`src/hw/acc_out_pkg.sv`:
```
`default_nettype none

package acc_out_pkg;

  localparam int ADDR_WIDTH = 32;
  localparam int QTD_WIDTH = 16;
  localparam int DATA_WIDTH = 32;
  localparam int CONF_ID_WIDTH = 8;
  localparam int TAG_WIDTH = 8;
  localparam int NUM_QUEUES = 2;

  // every FIFO in the design holds 2**FIFO_DEPTH_BITS entries.
  localparam int FIFO_DEPTH_BITS = 4;
  localparam int FIFO_ALMOSTFULL = 12;
  localparam int FIFO_ALMOSTEMPTY = 2;

  localparam int CONF_VALID_WIDTH = 2;
  localparam logic [CONF_VALID_WIDTH-1:0] CONF_CODE_RESET = 2'd1;
  localparam logic [CONF_VALID_WIDTH-1:0] CONF_CODE_OUT_DATA = 2'd2;

  localparam int WORDS_PER_ACK = 4; // memory acknowledges writes in groups of four.

  typedef struct packed {
    logic [ADDR_WIDTH-1:0]    addr_base;
    logic [QTD_WIDTH-1:0]     qtd;
    logic [CONF_ID_WIDTH-1:0] queue_id;
  } conf_word_t;

  typedef struct packed {
    logic [DATA_WIDTH-1:0] data;
    logic [ADDR_WIDTH-1:0] addr;
    logic [TAG_WIDTH-1:0]  tag;   // the tag is the number of the issuing queue.
  } write_req_t;

endpackage

`default_nettype wire

```
`src/hw/acc_output_top.sv`:
```
`timescale 1ns/1ps
`default_nettype none

module acc_output_top
  import acc_out_pkg::*;
(
  input  logic                                 clk,
  input  logic                                 rst_internal,
  input  logic [NUM_QUEUES-1:0]                start,
  input  logic [CONF_VALID_WIDTH-1:0]          conf_valid,
  input  conf_word_t                           conf,
  input  logic [NUM_QUEUES-1:0]                user_write,
  input  logic [NUM_QUEUES-1:0][DATA_WIDTH-1:0] user_data,
  input  logic                                 mem_available,
  input  logic                                 mem_ack_valid,
  input  logic [TAG_WIDTH-1:0]                 mem_ack_tag,
  output logic [NUM_QUEUES-1:0]                user_available,
  output logic                                 mem_request_write,
  output write_req_t                           mem_write_data,
  output logic [NUM_QUEUES-1:0]                has_wr_pending,
  output logic [NUM_QUEUES-1:0]                done
);

  logic [NUM_QUEUES-1:0] ack;
  logic [NUM_QUEUES-1:0] available_write;
  logic [NUM_QUEUES-1:0] request_write;
  write_req_t [NUM_QUEUES-1:0] write_data;

  write_ack_router ack_router (
    .clk(clk),
    .rst_internal(rst_internal),
    .mem_ack_valid(mem_ack_valid),
    .mem_ack_tag(mem_ack_tag),
    .ack(ack)
  );

  for (genvar i = 0; i < NUM_QUEUES; i++) begin : gen_queue
    output_queue_controller #(
      .ID_QUEUE(i)
    ) queue_ctrl (
      .clk(clk),
      .rst_internal(rst_internal),
      .start(start[i]),
      .conf_valid(conf_valid),
      .conf(conf),
      .available_write(available_write[i]),
      .ack(ack[i]),
      .user_write(user_write[i]),
      .user_data(user_data[i]),
      .user_available(user_available[i]),
      .request_write(request_write[i]),
      .write_data(write_data[i]),
      .has_wr_pending(has_wr_pending[i]),
      .done(done[i])
    );
  end

  write_arbiter arbiter (
    .clk(clk),
    .rst_internal(rst_internal),
    .request_write(request_write),
    .write_data(write_data),
    .mem_available(mem_available),
    .available_write(available_write),
    .mem_request_write(mem_request_write),
    .mem_write_data(mem_write_data)
  );

endmodule

`default_nettype wire

```
`src/hw/conf_receiver.sv`:
```
`timescale 1ns/1ps
`default_nettype none

module conf_receiver
  import acc_out_pkg::*;
#(
  parameter int ID_QUEUE = 0
) (
  input  logic                        clk,
  input  logic                        rst_internal,
  input  logic [CONF_VALID_WIDTH-1:0] conf_valid,
  input  conf_word_t                  conf,
  output logic                        conf_out_valid,
  output conf_word_t                  conf_out,
  output logic                        queue_rst
);

  logic conf_match;
  logic conf_rst;

  // only output-queue words addressed to this queue are taken.
  assign conf_match = (conf_valid == CONF_CODE_OUT_DATA) &&
                      (conf.queue_id == CONF_ID_WIDTH'(ID_QUEUE));

  // the queue stays in reset for the whole global reset and for one cycle after a reset code.
  assign queue_rst = rst_internal || conf_rst;

  always_ff @(posedge clk) begin
    if (rst_internal) begin
      conf_out_valid <= 1'b0;
      conf_rst <= 1'b0;
    end else begin
      conf_out_valid <= conf_match;
      conf_rst <= (conf_valid == CONF_CODE_RESET);
    end
  end

  always_ff @(posedge clk) begin
    if (conf_match) begin
      conf_out <= conf;
    end
  end

endmodule

`default_nettype wire

```
`src/hw/fifo.sv`:
```
`timescale 1ns/1ps
`default_nettype none

module fifo #(
  parameter type payload_t = logic [31:0],
  parameter int FIFO_DEPTH_BITS = 4,
  parameter int ALMOSTFULL_THRESHOLD = 12,
  parameter int ALMOSTEMPTY_THRESHOLD = 2
) (
  input  logic                     clk,
  input  logic                     rst_internal,
  input  logic                     we,
  input  payload_t                 din,
  input  logic                     re,
  output logic                     valid,
  output payload_t                 dout,
  output logic [FIFO_DEPTH_BITS:0] count,
  output logic                     empty,
  output logic                     full,
  output logic                     almostfull,
  output logic                     almostempty
);

  localparam int DEPTH = 2 ** FIFO_DEPTH_BITS;

  payload_t mem [DEPTH];
  logic [FIFO_DEPTH_BITS-1:0] wr_ptr;
  logic [FIFO_DEPTH_BITS-1:0] rd_ptr;
  logic push;
  logic pop;

  // a write into a full FIFO and a read from an empty one are both dropped.
  assign push = we && !full;
  assign pop = re && !empty;

  assign empty = (count == '0);
  assign full = (count == (FIFO_DEPTH_BITS + 1)'(DEPTH));
  assign almostfull = (count >= (FIFO_DEPTH_BITS + 1)'(ALMOSTFULL_THRESHOLD));
  assign almostempty = (count <= (FIFO_DEPTH_BITS + 1)'(ALMOSTEMPTY_THRESHOLD));

  always_ff @(posedge clk) begin
    if (push) begin
      mem[wr_ptr] <= din;
    end
    if (pop) begin
      dout <= mem[rd_ptr]; // read data is registered, so it shows up with valid.
    end
  end

  always_ff @(posedge clk) begin
    if (rst_internal) begin
      wr_ptr <= '0;
      rd_ptr <= '0;
      count <= '0;
      valid <= 1'b0;
    end else begin
      valid <= pop;
      if (push) begin
        wr_ptr <= wr_ptr + 1'b1;
      end
      if (pop) begin
        rd_ptr <= rd_ptr + 1'b1;
      end
      case ({push, pop})
        2'b10: count <= count + 1'b1;
        2'b01: count <= count - 1'b1;
        default: count <= count;
      endcase
    end
  end

endmodule

`default_nettype wire

```
`src/hw/output_queue_controller.sv`:
```
`timescale 1ns/1ps
`default_nettype none

module output_queue_controller
  import acc_out_pkg::*;
#(
  parameter int ID_QUEUE = 0
) (
  input  logic                        clk,
  input  logic                        rst_internal,
  input  logic                        start,
  input  logic [CONF_VALID_WIDTH-1:0] conf_valid,
  input  conf_word_t                  conf,
  input  logic                        available_write,
  input  logic                        ack,
  input  logic                        user_write,
  input  logic [DATA_WIDTH-1:0]       user_data,
  output logic                        user_available,
  output logic                        request_write,
  output write_req_t                  write_data,
  output logic                        has_wr_pending,
  output logic                        done
);

  logic queue_rst;
  logic conf_rd_valid;
  conf_word_t conf_rd;
  logic conf_ready;
  logic [QTD_WIDTH-1:0] qtd;
  logic [ADDR_WIDTH-1:0] addr_next;
  logic [QTD_WIDTH-1:0] count_req;
  logic [QTD_WIDTH-1:0] count_written;
  logic [QTD_WIDTH-1:0] pending;
  logic issue;
  logic fifo_re;
  logic fifo_valid;
  logic [DATA_WIDTH-1:0] fifo_dout;
  logic fifo_empty;
  logic fifo_almostfull;
  logic fifo_almostempty;

  conf_receiver #(
    .ID_QUEUE(ID_QUEUE)
  ) conf_rx (
    .clk(clk),
    .rst_internal(rst_internal),
    .conf_valid(conf_valid),
    .conf(conf),
    .conf_out_valid(conf_rd_valid),
    .conf_out(conf_rd),
    .queue_rst(queue_rst)
  );

  fifo #(
    .payload_t(logic [DATA_WIDTH-1:0]),
    .FIFO_DEPTH_BITS(FIFO_DEPTH_BITS),
    .ALMOSTFULL_THRESHOLD(FIFO_ALMOSTFULL),
    .ALMOSTEMPTY_THRESHOLD(FIFO_ALMOSTEMPTY)
  ) data_fifo (
    .clk(clk),
    .rst_internal(queue_rst),
    .we(user_write),
    .din(user_data),
    .re(fifo_re),
    .valid(fifo_valid),
    .dout(fifo_dout),
    .count(),
    .empty(fifo_empty),
    .full(),
    .almostfull(fifo_almostfull),
    .almostempty(fifo_almostempty)
  );

  assign user_available = !fifo_almostfull;

  // near empty, a read still in flight could take the last word, so wait for it.
  assign issue = start && conf_ready && (count_req < qtd) && available_write &&
                 (fifo_almostempty ? (!fifo_empty && !fifo_re) : 1'b1);

  always_ff @(posedge clk) begin
    if (queue_rst) begin
      conf_ready <= 1'b0;
      qtd <= '0;
    end else if (conf_rd_valid) begin
      conf_ready <= 1'b1;
      qtd <= conf_rd.qtd;
    end
  end

  always_ff @(posedge clk) begin
    if (queue_rst) begin
      fifo_re <= 1'b0;
      count_req <= '0;
    end else begin
      fifo_re <= issue;
      if (issue) begin
        count_req <= count_req + 1'b1; // counted at issue so no extra read slips through.
      end
    end
  end

  always_ff @(posedge clk) begin
    if (queue_rst) begin
      addr_next <= '0;
    end else if (conf_rd_valid) begin
      addr_next <= conf_rd.addr_base;
    end else if (fifo_valid) begin
      addr_next <= addr_next + 1'b1;
    end
  end

  always_ff @(posedge clk) begin
    if (queue_rst) begin
      request_write <= 1'b0;
    end else begin
      request_write <= fifo_valid;
    end
  end

  always_ff @(posedge clk) begin
    if (fifo_valid) begin
      write_data <= '{data: fifo_dout, addr: addr_next, tag: TAG_WIDTH'(ID_QUEUE)};
    end
  end

  // Pending writes go up per request and down by a whole group per acknowledgement.
  always_ff @(posedge clk) begin
    if (queue_rst) begin
      pending <= '0;
      count_written <= '0;
    end else begin
      case ({ack, request_write})
        2'b01: pending <= pending + 1'b1;
        2'b10: pending <= pending - QTD_WIDTH'(WORDS_PER_ACK);
        2'b11: pending <= pending - QTD_WIDTH'(WORDS_PER_ACK - 1);
        default: pending <= pending;
      endcase
      if (ack) begin
        count_written <= count_written + QTD_WIDTH'(WORDS_PER_ACK);
      end
    end
  end

  always_ff @(posedge clk) begin
    if (queue_rst) begin
      done <= 1'b0;
      has_wr_pending <= 1'b0;
    end else begin
      done <= conf_ready && start && fifo_empty && (count_written >= qtd);
      has_wr_pending <= (pending != '0);
    end
  end

endmodule

`default_nettype wire

```
`src/hw/write_ack_router.sv`:
```
`timescale 1ns/1ps
`default_nettype none

module write_ack_router
  import acc_out_pkg::*;
(
  input  logic                  clk,
  input  logic                  rst_internal,
  input  logic                  mem_ack_valid,
  input  logic [TAG_WIDTH-1:0]  mem_ack_tag,
  output logic [NUM_QUEUES-1:0] ack
);

  // a tag with no matching queue sets no bit, so it is simply dropped.
  always_ff @(posedge clk) begin
    if (rst_internal) begin
      ack <= '0;
    end else begin
      for (int i = 0; i < NUM_QUEUES; i++) begin
        ack[i] <= mem_ack_valid && (mem_ack_tag == TAG_WIDTH'(i));
      end
    end
  end

endmodule

`default_nettype wire

```
`src/hw/write_arbiter.sv`:
```
`timescale 1ns/1ps
`default_nettype none

module write_arbiter
  import acc_out_pkg::*;
(
  input  logic                        clk,
  input  logic                        rst_internal,
  input  logic [NUM_QUEUES-1:0]       request_write,
  input  write_req_t [NUM_QUEUES-1:0] write_data,
  input  logic                        mem_available,
  output logic [NUM_QUEUES-1:0]       available_write,
  output logic                        mem_request_write,
  output write_req_t                  mem_write_data
);

  logic [NUM_QUEUES-1:0] grant;
  logic fifo_we;
  write_req_t fifo_din;
  logic fifo_re;
  logic fifo_valid;
  logic fifo_empty;
  logic fifo_almostfull;
  logic head_held;
  logic head_valid;

  always_ff @(posedge clk) begin
    if (rst_internal) begin
      grant <= NUM_QUEUES'(1);
      available_write <= '0;
    end else begin
      grant <= (grant << 1) | NUM_QUEUES'(grant[NUM_QUEUES-1]);
      // stop granting early because requests already issued still need room.
      available_write <= fifo_almostfull ? '0 : grant;
    end
  end

  // Grants are a cycle apart, so at most one queue pulses in a cycle.
  always_comb begin
    fifo_we = |request_write;
    fifo_din = '0;
    for (int i = 0; i < NUM_QUEUES; i++) begin
      if (request_write[i]) begin
        fifo_din = write_data[i];
      end
    end
  end

  fifo #(
    .payload_t(write_req_t),
    .FIFO_DEPTH_BITS(FIFO_DEPTH_BITS),
    .ALMOSTFULL_THRESHOLD(FIFO_ALMOSTFULL),
    .ALMOSTEMPTY_THRESHOLD(FIFO_ALMOSTEMPTY)
  ) req_fifo (
    .clk(clk),
    .rst_internal(rst_internal),
    .we(fifo_we),
    .din(fifo_din),
    .re(fifo_re),
    .valid(fifo_valid),
    .dout(mem_write_data),
    .count(),
    .empty(fifo_empty),
    .full(),
    .almostfull(fifo_almostfull),
    .almostempty()
  );

  // the FIFO output register holds the head until memory takes it.
  assign head_valid = fifo_valid || head_held;
  assign mem_request_write = head_valid && mem_available;
  assign fifo_re = !fifo_empty && (!head_valid || mem_request_write);

  always_ff @(posedge clk) begin
    if (rst_internal) begin
      head_held <= 1'b0;
    end else begin
      head_held <= head_valid && !mem_request_write;
    end
  end

endmodule

`default_nettype wire

```
`config.mk`:
```
export PLATFORM = sky130hd
export DESIGN_NAME = acc_output_top
export DESIGN_NICKNAME = d
export VERILOG_FILES = /design/src/hw/acc_out_pkg.sv /design/src/hw/acc_output_top.sv /design/src/hw/conf_receiver.sv /design/src/hw/fifo.sv /design/src/hw/output_queue_controller.sv /design/src/hw/write_ack_router.sv /design/src/hw/write_arbiter.sv
export SDC_FILE = /design/constraint.sdc
export NUM_CORES = 2
export LEC_CHECK = 0
export ABC_AREA = 1
export BUFFER_PORTS_ARGS = -buffer_cell sky130_fd_sc_hd__buf_2
export CAP_MARGIN = 40
export CORE_MARGIN = 10
export CORE_UTILIZATION = 40
export CTS_CLUSTER_DIAMETER = 150
export DETAILED_ROUTE_END_ITERATION = 8
export PLACE_DENSITY = 0.66
export SLEW_MARGIN = 15
export SYNTH_ARGS = -nofsm -noshare
export SYNTH_HDL_FRONTEND = slang
export SYNTH_SLANG_ARGS = --single-unit
```
`constraint.sdc`:
```
create_clock -name clk -period 5.3 [get_ports clk]
set_input_delay 0.53 -clock clk [delete_from_list [all_inputs] [get_ports clk]]
set_output_delay 0.53 -clock clk [all_outputs]
set_load 0.005 [all_outputs]
```
==> implementation parameters <==
Parameter                              Value

CTS
  CTS sink cnt    2,667
  Post CTS Setup Buffer Count    0
  Buffer type at the clock tree root    sky130_fd_sc_hd__clkbuf_16
  Clock tree from TritonCTS    yes
  Hold bufs inserted after CTS    127
  Buffer depth of the longest clock path    4
  H-tree Lvls    5
  Clock latency on the worst-skew pair    0.96 ns
  Post-CTS resize count    0
  Post-CTS clock slew at the launch and capture registers of the worst setup and hold paths    0.06 ns
  Number of buffers created by CTS    290

STA
  F_max    311 MHz
  Final-layout worst hold slack    0.0931 ns
  Post-layout minimum cycle time    3.21 ns
  Setup TNS Final    0 ns
  Setup skew after layout    0.0699 ns
  Final worst-path cycle share    60.6%
  Final-report setup violation count    0
  Max_slew headroom    30.6%
  RSZ-0062 raised after global routing    no
  Final-report max-slew violation count    0
  Number of hold violations in the final report    0
  Worst Max-Slew Pin Slew    1.04 ns

Yosys
  Netlist area before placement    107,000 sq um
  Main flop type after synthesis    sky130_fd_sc_hd__edfxtp_1
  Unique masters post-synth    53
  Top post-synthesis cells by area    sky130_fd_sc_hd__edfxtp_1 (68%), sky130_fd_sc_hd__dfxtp_1 (4.7%), sky130_fd_sc_hd__nor2_1 (3.8%)
  Post-Synthesis Mean Instance Area    13.1 sq um
  Fraction of registers with async set/reset    0%
  Synthesized netlist cell count    8,168
  Sequential fraction of the synthesis area    72.4%
  Most used standard cells in the synthesized netlist    sky130_fd_sc_hd__edfxtp_1 (2,417), sky130_fd_sc_hd__nor2_1 (1,091), sky130_fd_sc_hd__nand2_1 (853), sky130_fd_sc_hd__o21ai_0 (767), sky130_fd_sc_hd__o221ai_1 (394)
  Yosys synthesis warning count    0
  Most area-hungry cell type in the Yosys netlist    sky130_fd_sc_hd__edfxtp_1
  Number of flops mapped to enable cells by yosys    2,417
  Register bit count reported by yosys    2,667
  Proportion of netlist area held by the largest area contributor    67.8%
  Most frequently used cell type in the post-synthesis netlist    sky130_fd_sc_hd__edfxtp_1

Place
  Total instance count after detailed placement    11,550
  Cell area after placement    112,000 sq um
  Port Buffers    209
  Detailed placer's ending HPWL    168 mm
  Final weighted congestion in routability-driven placement    0.863

Status
  Status    complete, no violations

Pwr
  Leak pwr    41.7 nW
  Pwr Density    395 nW/um^2
  Overall power consumption    48.5 mW
  Maximum ir drop on the vdd rail    469 uV

Layout
  Filler cells    23,141
  Syn-to-layout area delta    14.7%
  Non-Filler Cell Area, Final    123,000 sq um
  Fraction of final layout cells with drive strength greater than 1    9.83%
  Nets    8,680
  Post-layout instance count excluding filler cells    12,208

Detailed routing
  Final antenna-violating net count    0
  Initial DRC count    8,762
  Vias    69,557
  Routed len/inst    23.8 um
  Routed vias/inst    5.70
  DRT Pass-1 Iters    6
  DRC violation count after routing    0
  Wire length reported by the detailed router    290 mm

Floorplanning
  Core Box Area    266,000 sq um
  Number of primary I/O pins    217
  Die Span X    537 um
  Floorplan die area    289,000 sq um
  Site Rows    189
  Starting density of the core    40.3%
  Chip Height    537 um

Global route
  Grt ovf    0
  Wire length of the first global-routing pass    429 mm
  Antenna violations before repair    56
  Pin count of the biggest net entering global routing    178
  Number of global-route vias before repair    66,301
  Total global routing track utilization    19.3%

Setup path
  Largest fanout of any net on the critical path    49
  Setup Crit Path Kind    flip-flop to flip-flop
  Endpoint required time on the critical path    5.82 ns
  Worst Path Arrival    3.74 ns
  CP Capture Type    flip-flop
  CP Launch Type    flip-flop

Worst hold path
  Kind of path behind the tightest hold check    input pin to flip-flop

Run
  Total of max-cap violations    0
cells in the final DEF (no fill, tap or decap), drive strengths merged, types with 4 or more instances in the layout:
cell and n:
nand3b 6, o211ai 124, a31oi 42, or2 6
edfxtp 2417, clkinvlp 7, nand2 864, bufinv 19
o31a 4, a211oi 5, dlygate4sd3 127, o22ai 34
nor3 65, mux2i 293, ha 99, nor4 13
clkbuf 364, o32ai 92, nand4 48, a21oi 211
o21ai 770, diode 24, clkinv 111, nor3b 5
buf 351, inv 310, xor2 63, conb 7
o221ai 394, nor2 1103, nand3 370, xnor2 34
o21a 9, dfxtp 250, a22oi 16
logic make-up (layout without fill, tap and decap cells):
logic type	Yosys count	in the layout	synth area share (%)
XOR/XNOR	97	97	0.793
flip-flops	2667	2667	72.4
other	1	31	0.00350
AO/OA/AOI/OAI	1713	1713	10.2
adder cells (fa/ha/maj)	102	102	1.21
AND/OR/NAND/NOR	2483	2483	9.49
multiplexers	293	293	2.74
buffers and inverters	812	1289	3.12
worst max-delay path: stages, from the launching register on:
cell	delay (ns)
sky130_fd_sc_hd__dfxtp_4	0.70
sky130_fd_sc_hd__o21ai_1	0.27
sky130_fd_sc_hd__inv_1	0.18
sky130_fd_sc_hd__nand2_1	0.26
sky130_fd_sc_hd__nor2_4	0.71
sky130_fd_sc_hd__buf_4	0.66
area by class of cell:
type / instances / area (sq um) / area share (%)
clock inverter: 139 / 1220 / 0.995
tap: 3533 / 4420 / 3.60
inverter: 308 / 1180 / 0.964
sequential: 2667 / 77600 / 63.2
multi-input combinational: 4695 / 26600 / 21.7
antenna: 24 / 60.1 / 0.0489
clock buffer: 364 / 7690 / 6.26
timing repair buffer: 478 / 4010 / 3.26
state kept, by name (all words and copies together) (netlist names), 32 cells and up:
register                               cells
arbiter.req_fifo.mem                    1040
gen_queue.queue_ctrl.data_fifo.mem      1024
gen_queue.queue_ctrl.write_data          128
gen_queue.queue_ctrl.conf_rx.conf_out     96
arbiter.req_fifo.dout                     65
gen_queue.queue_ctrl.addr_next            64
gen_queue.queue_ctrl.data_fifo.dout       64
gen_queue.queue_ctrl.count_req            32
gen_queue.queue_ctrl.pending              32
gen_queue.queue_ctrl.qtd                  32
worst paths after layout:
path / start / endpoint / slack [ns] / depth (start not counted)
worst max-delay path: gen_queue[0].queue_ctrl.request_write / arbiter.req_fifo.mem[6][36] / 2.09 / 5
worst min register to register: gen_queue[1].queue_ctrl.data_fifo.dout[31] / gen_queue[1].queue_ctrl.write_data[71] / 0.41 / 0
worst max register to register: gen_queue[0].queue_ctrl.request_write / arbiter.req_fifo.mem[6][36] / 2.09 / 5
worst min-delay path: user_write[0] / gen_queue[0].queue_ctrl.data_fifo.wr_ptr[1] / 0.09 / 3
power breakdown:
| part | internal [mW] | switching, mW | leakage, nW |
|---|---|---|---|
| Combinational | 1.82 | 3.51 | 12.2 |
| Sequential | 23.4 | 0.603 | 25.2 |
| Clock | 11.2 | 8.00 | 4.35 |
per-stage QoR:
step	util, %	worst slack, ns
after detailed placement	42.3	2.12
after floorplan	-	0.591
after global placement	42.1	1.88
final	46.2	2.09
after global routing	46.2	1.96
after CTS	46.1	2.07
layer usage:
layer | track usage, % | part of all wire [%] | vias up
met4 | 5.43 | 2.8 | 18
li1 | - | - | 31003
met2 | 30.6 | 46 | 3272
met3 | 3.29 | 8.9 | 571
met5 | 0 | 0.040 | -
met1 | 27.5 | 42 | 34693
No activity file was read; power rests on OpenSTA's default activity.
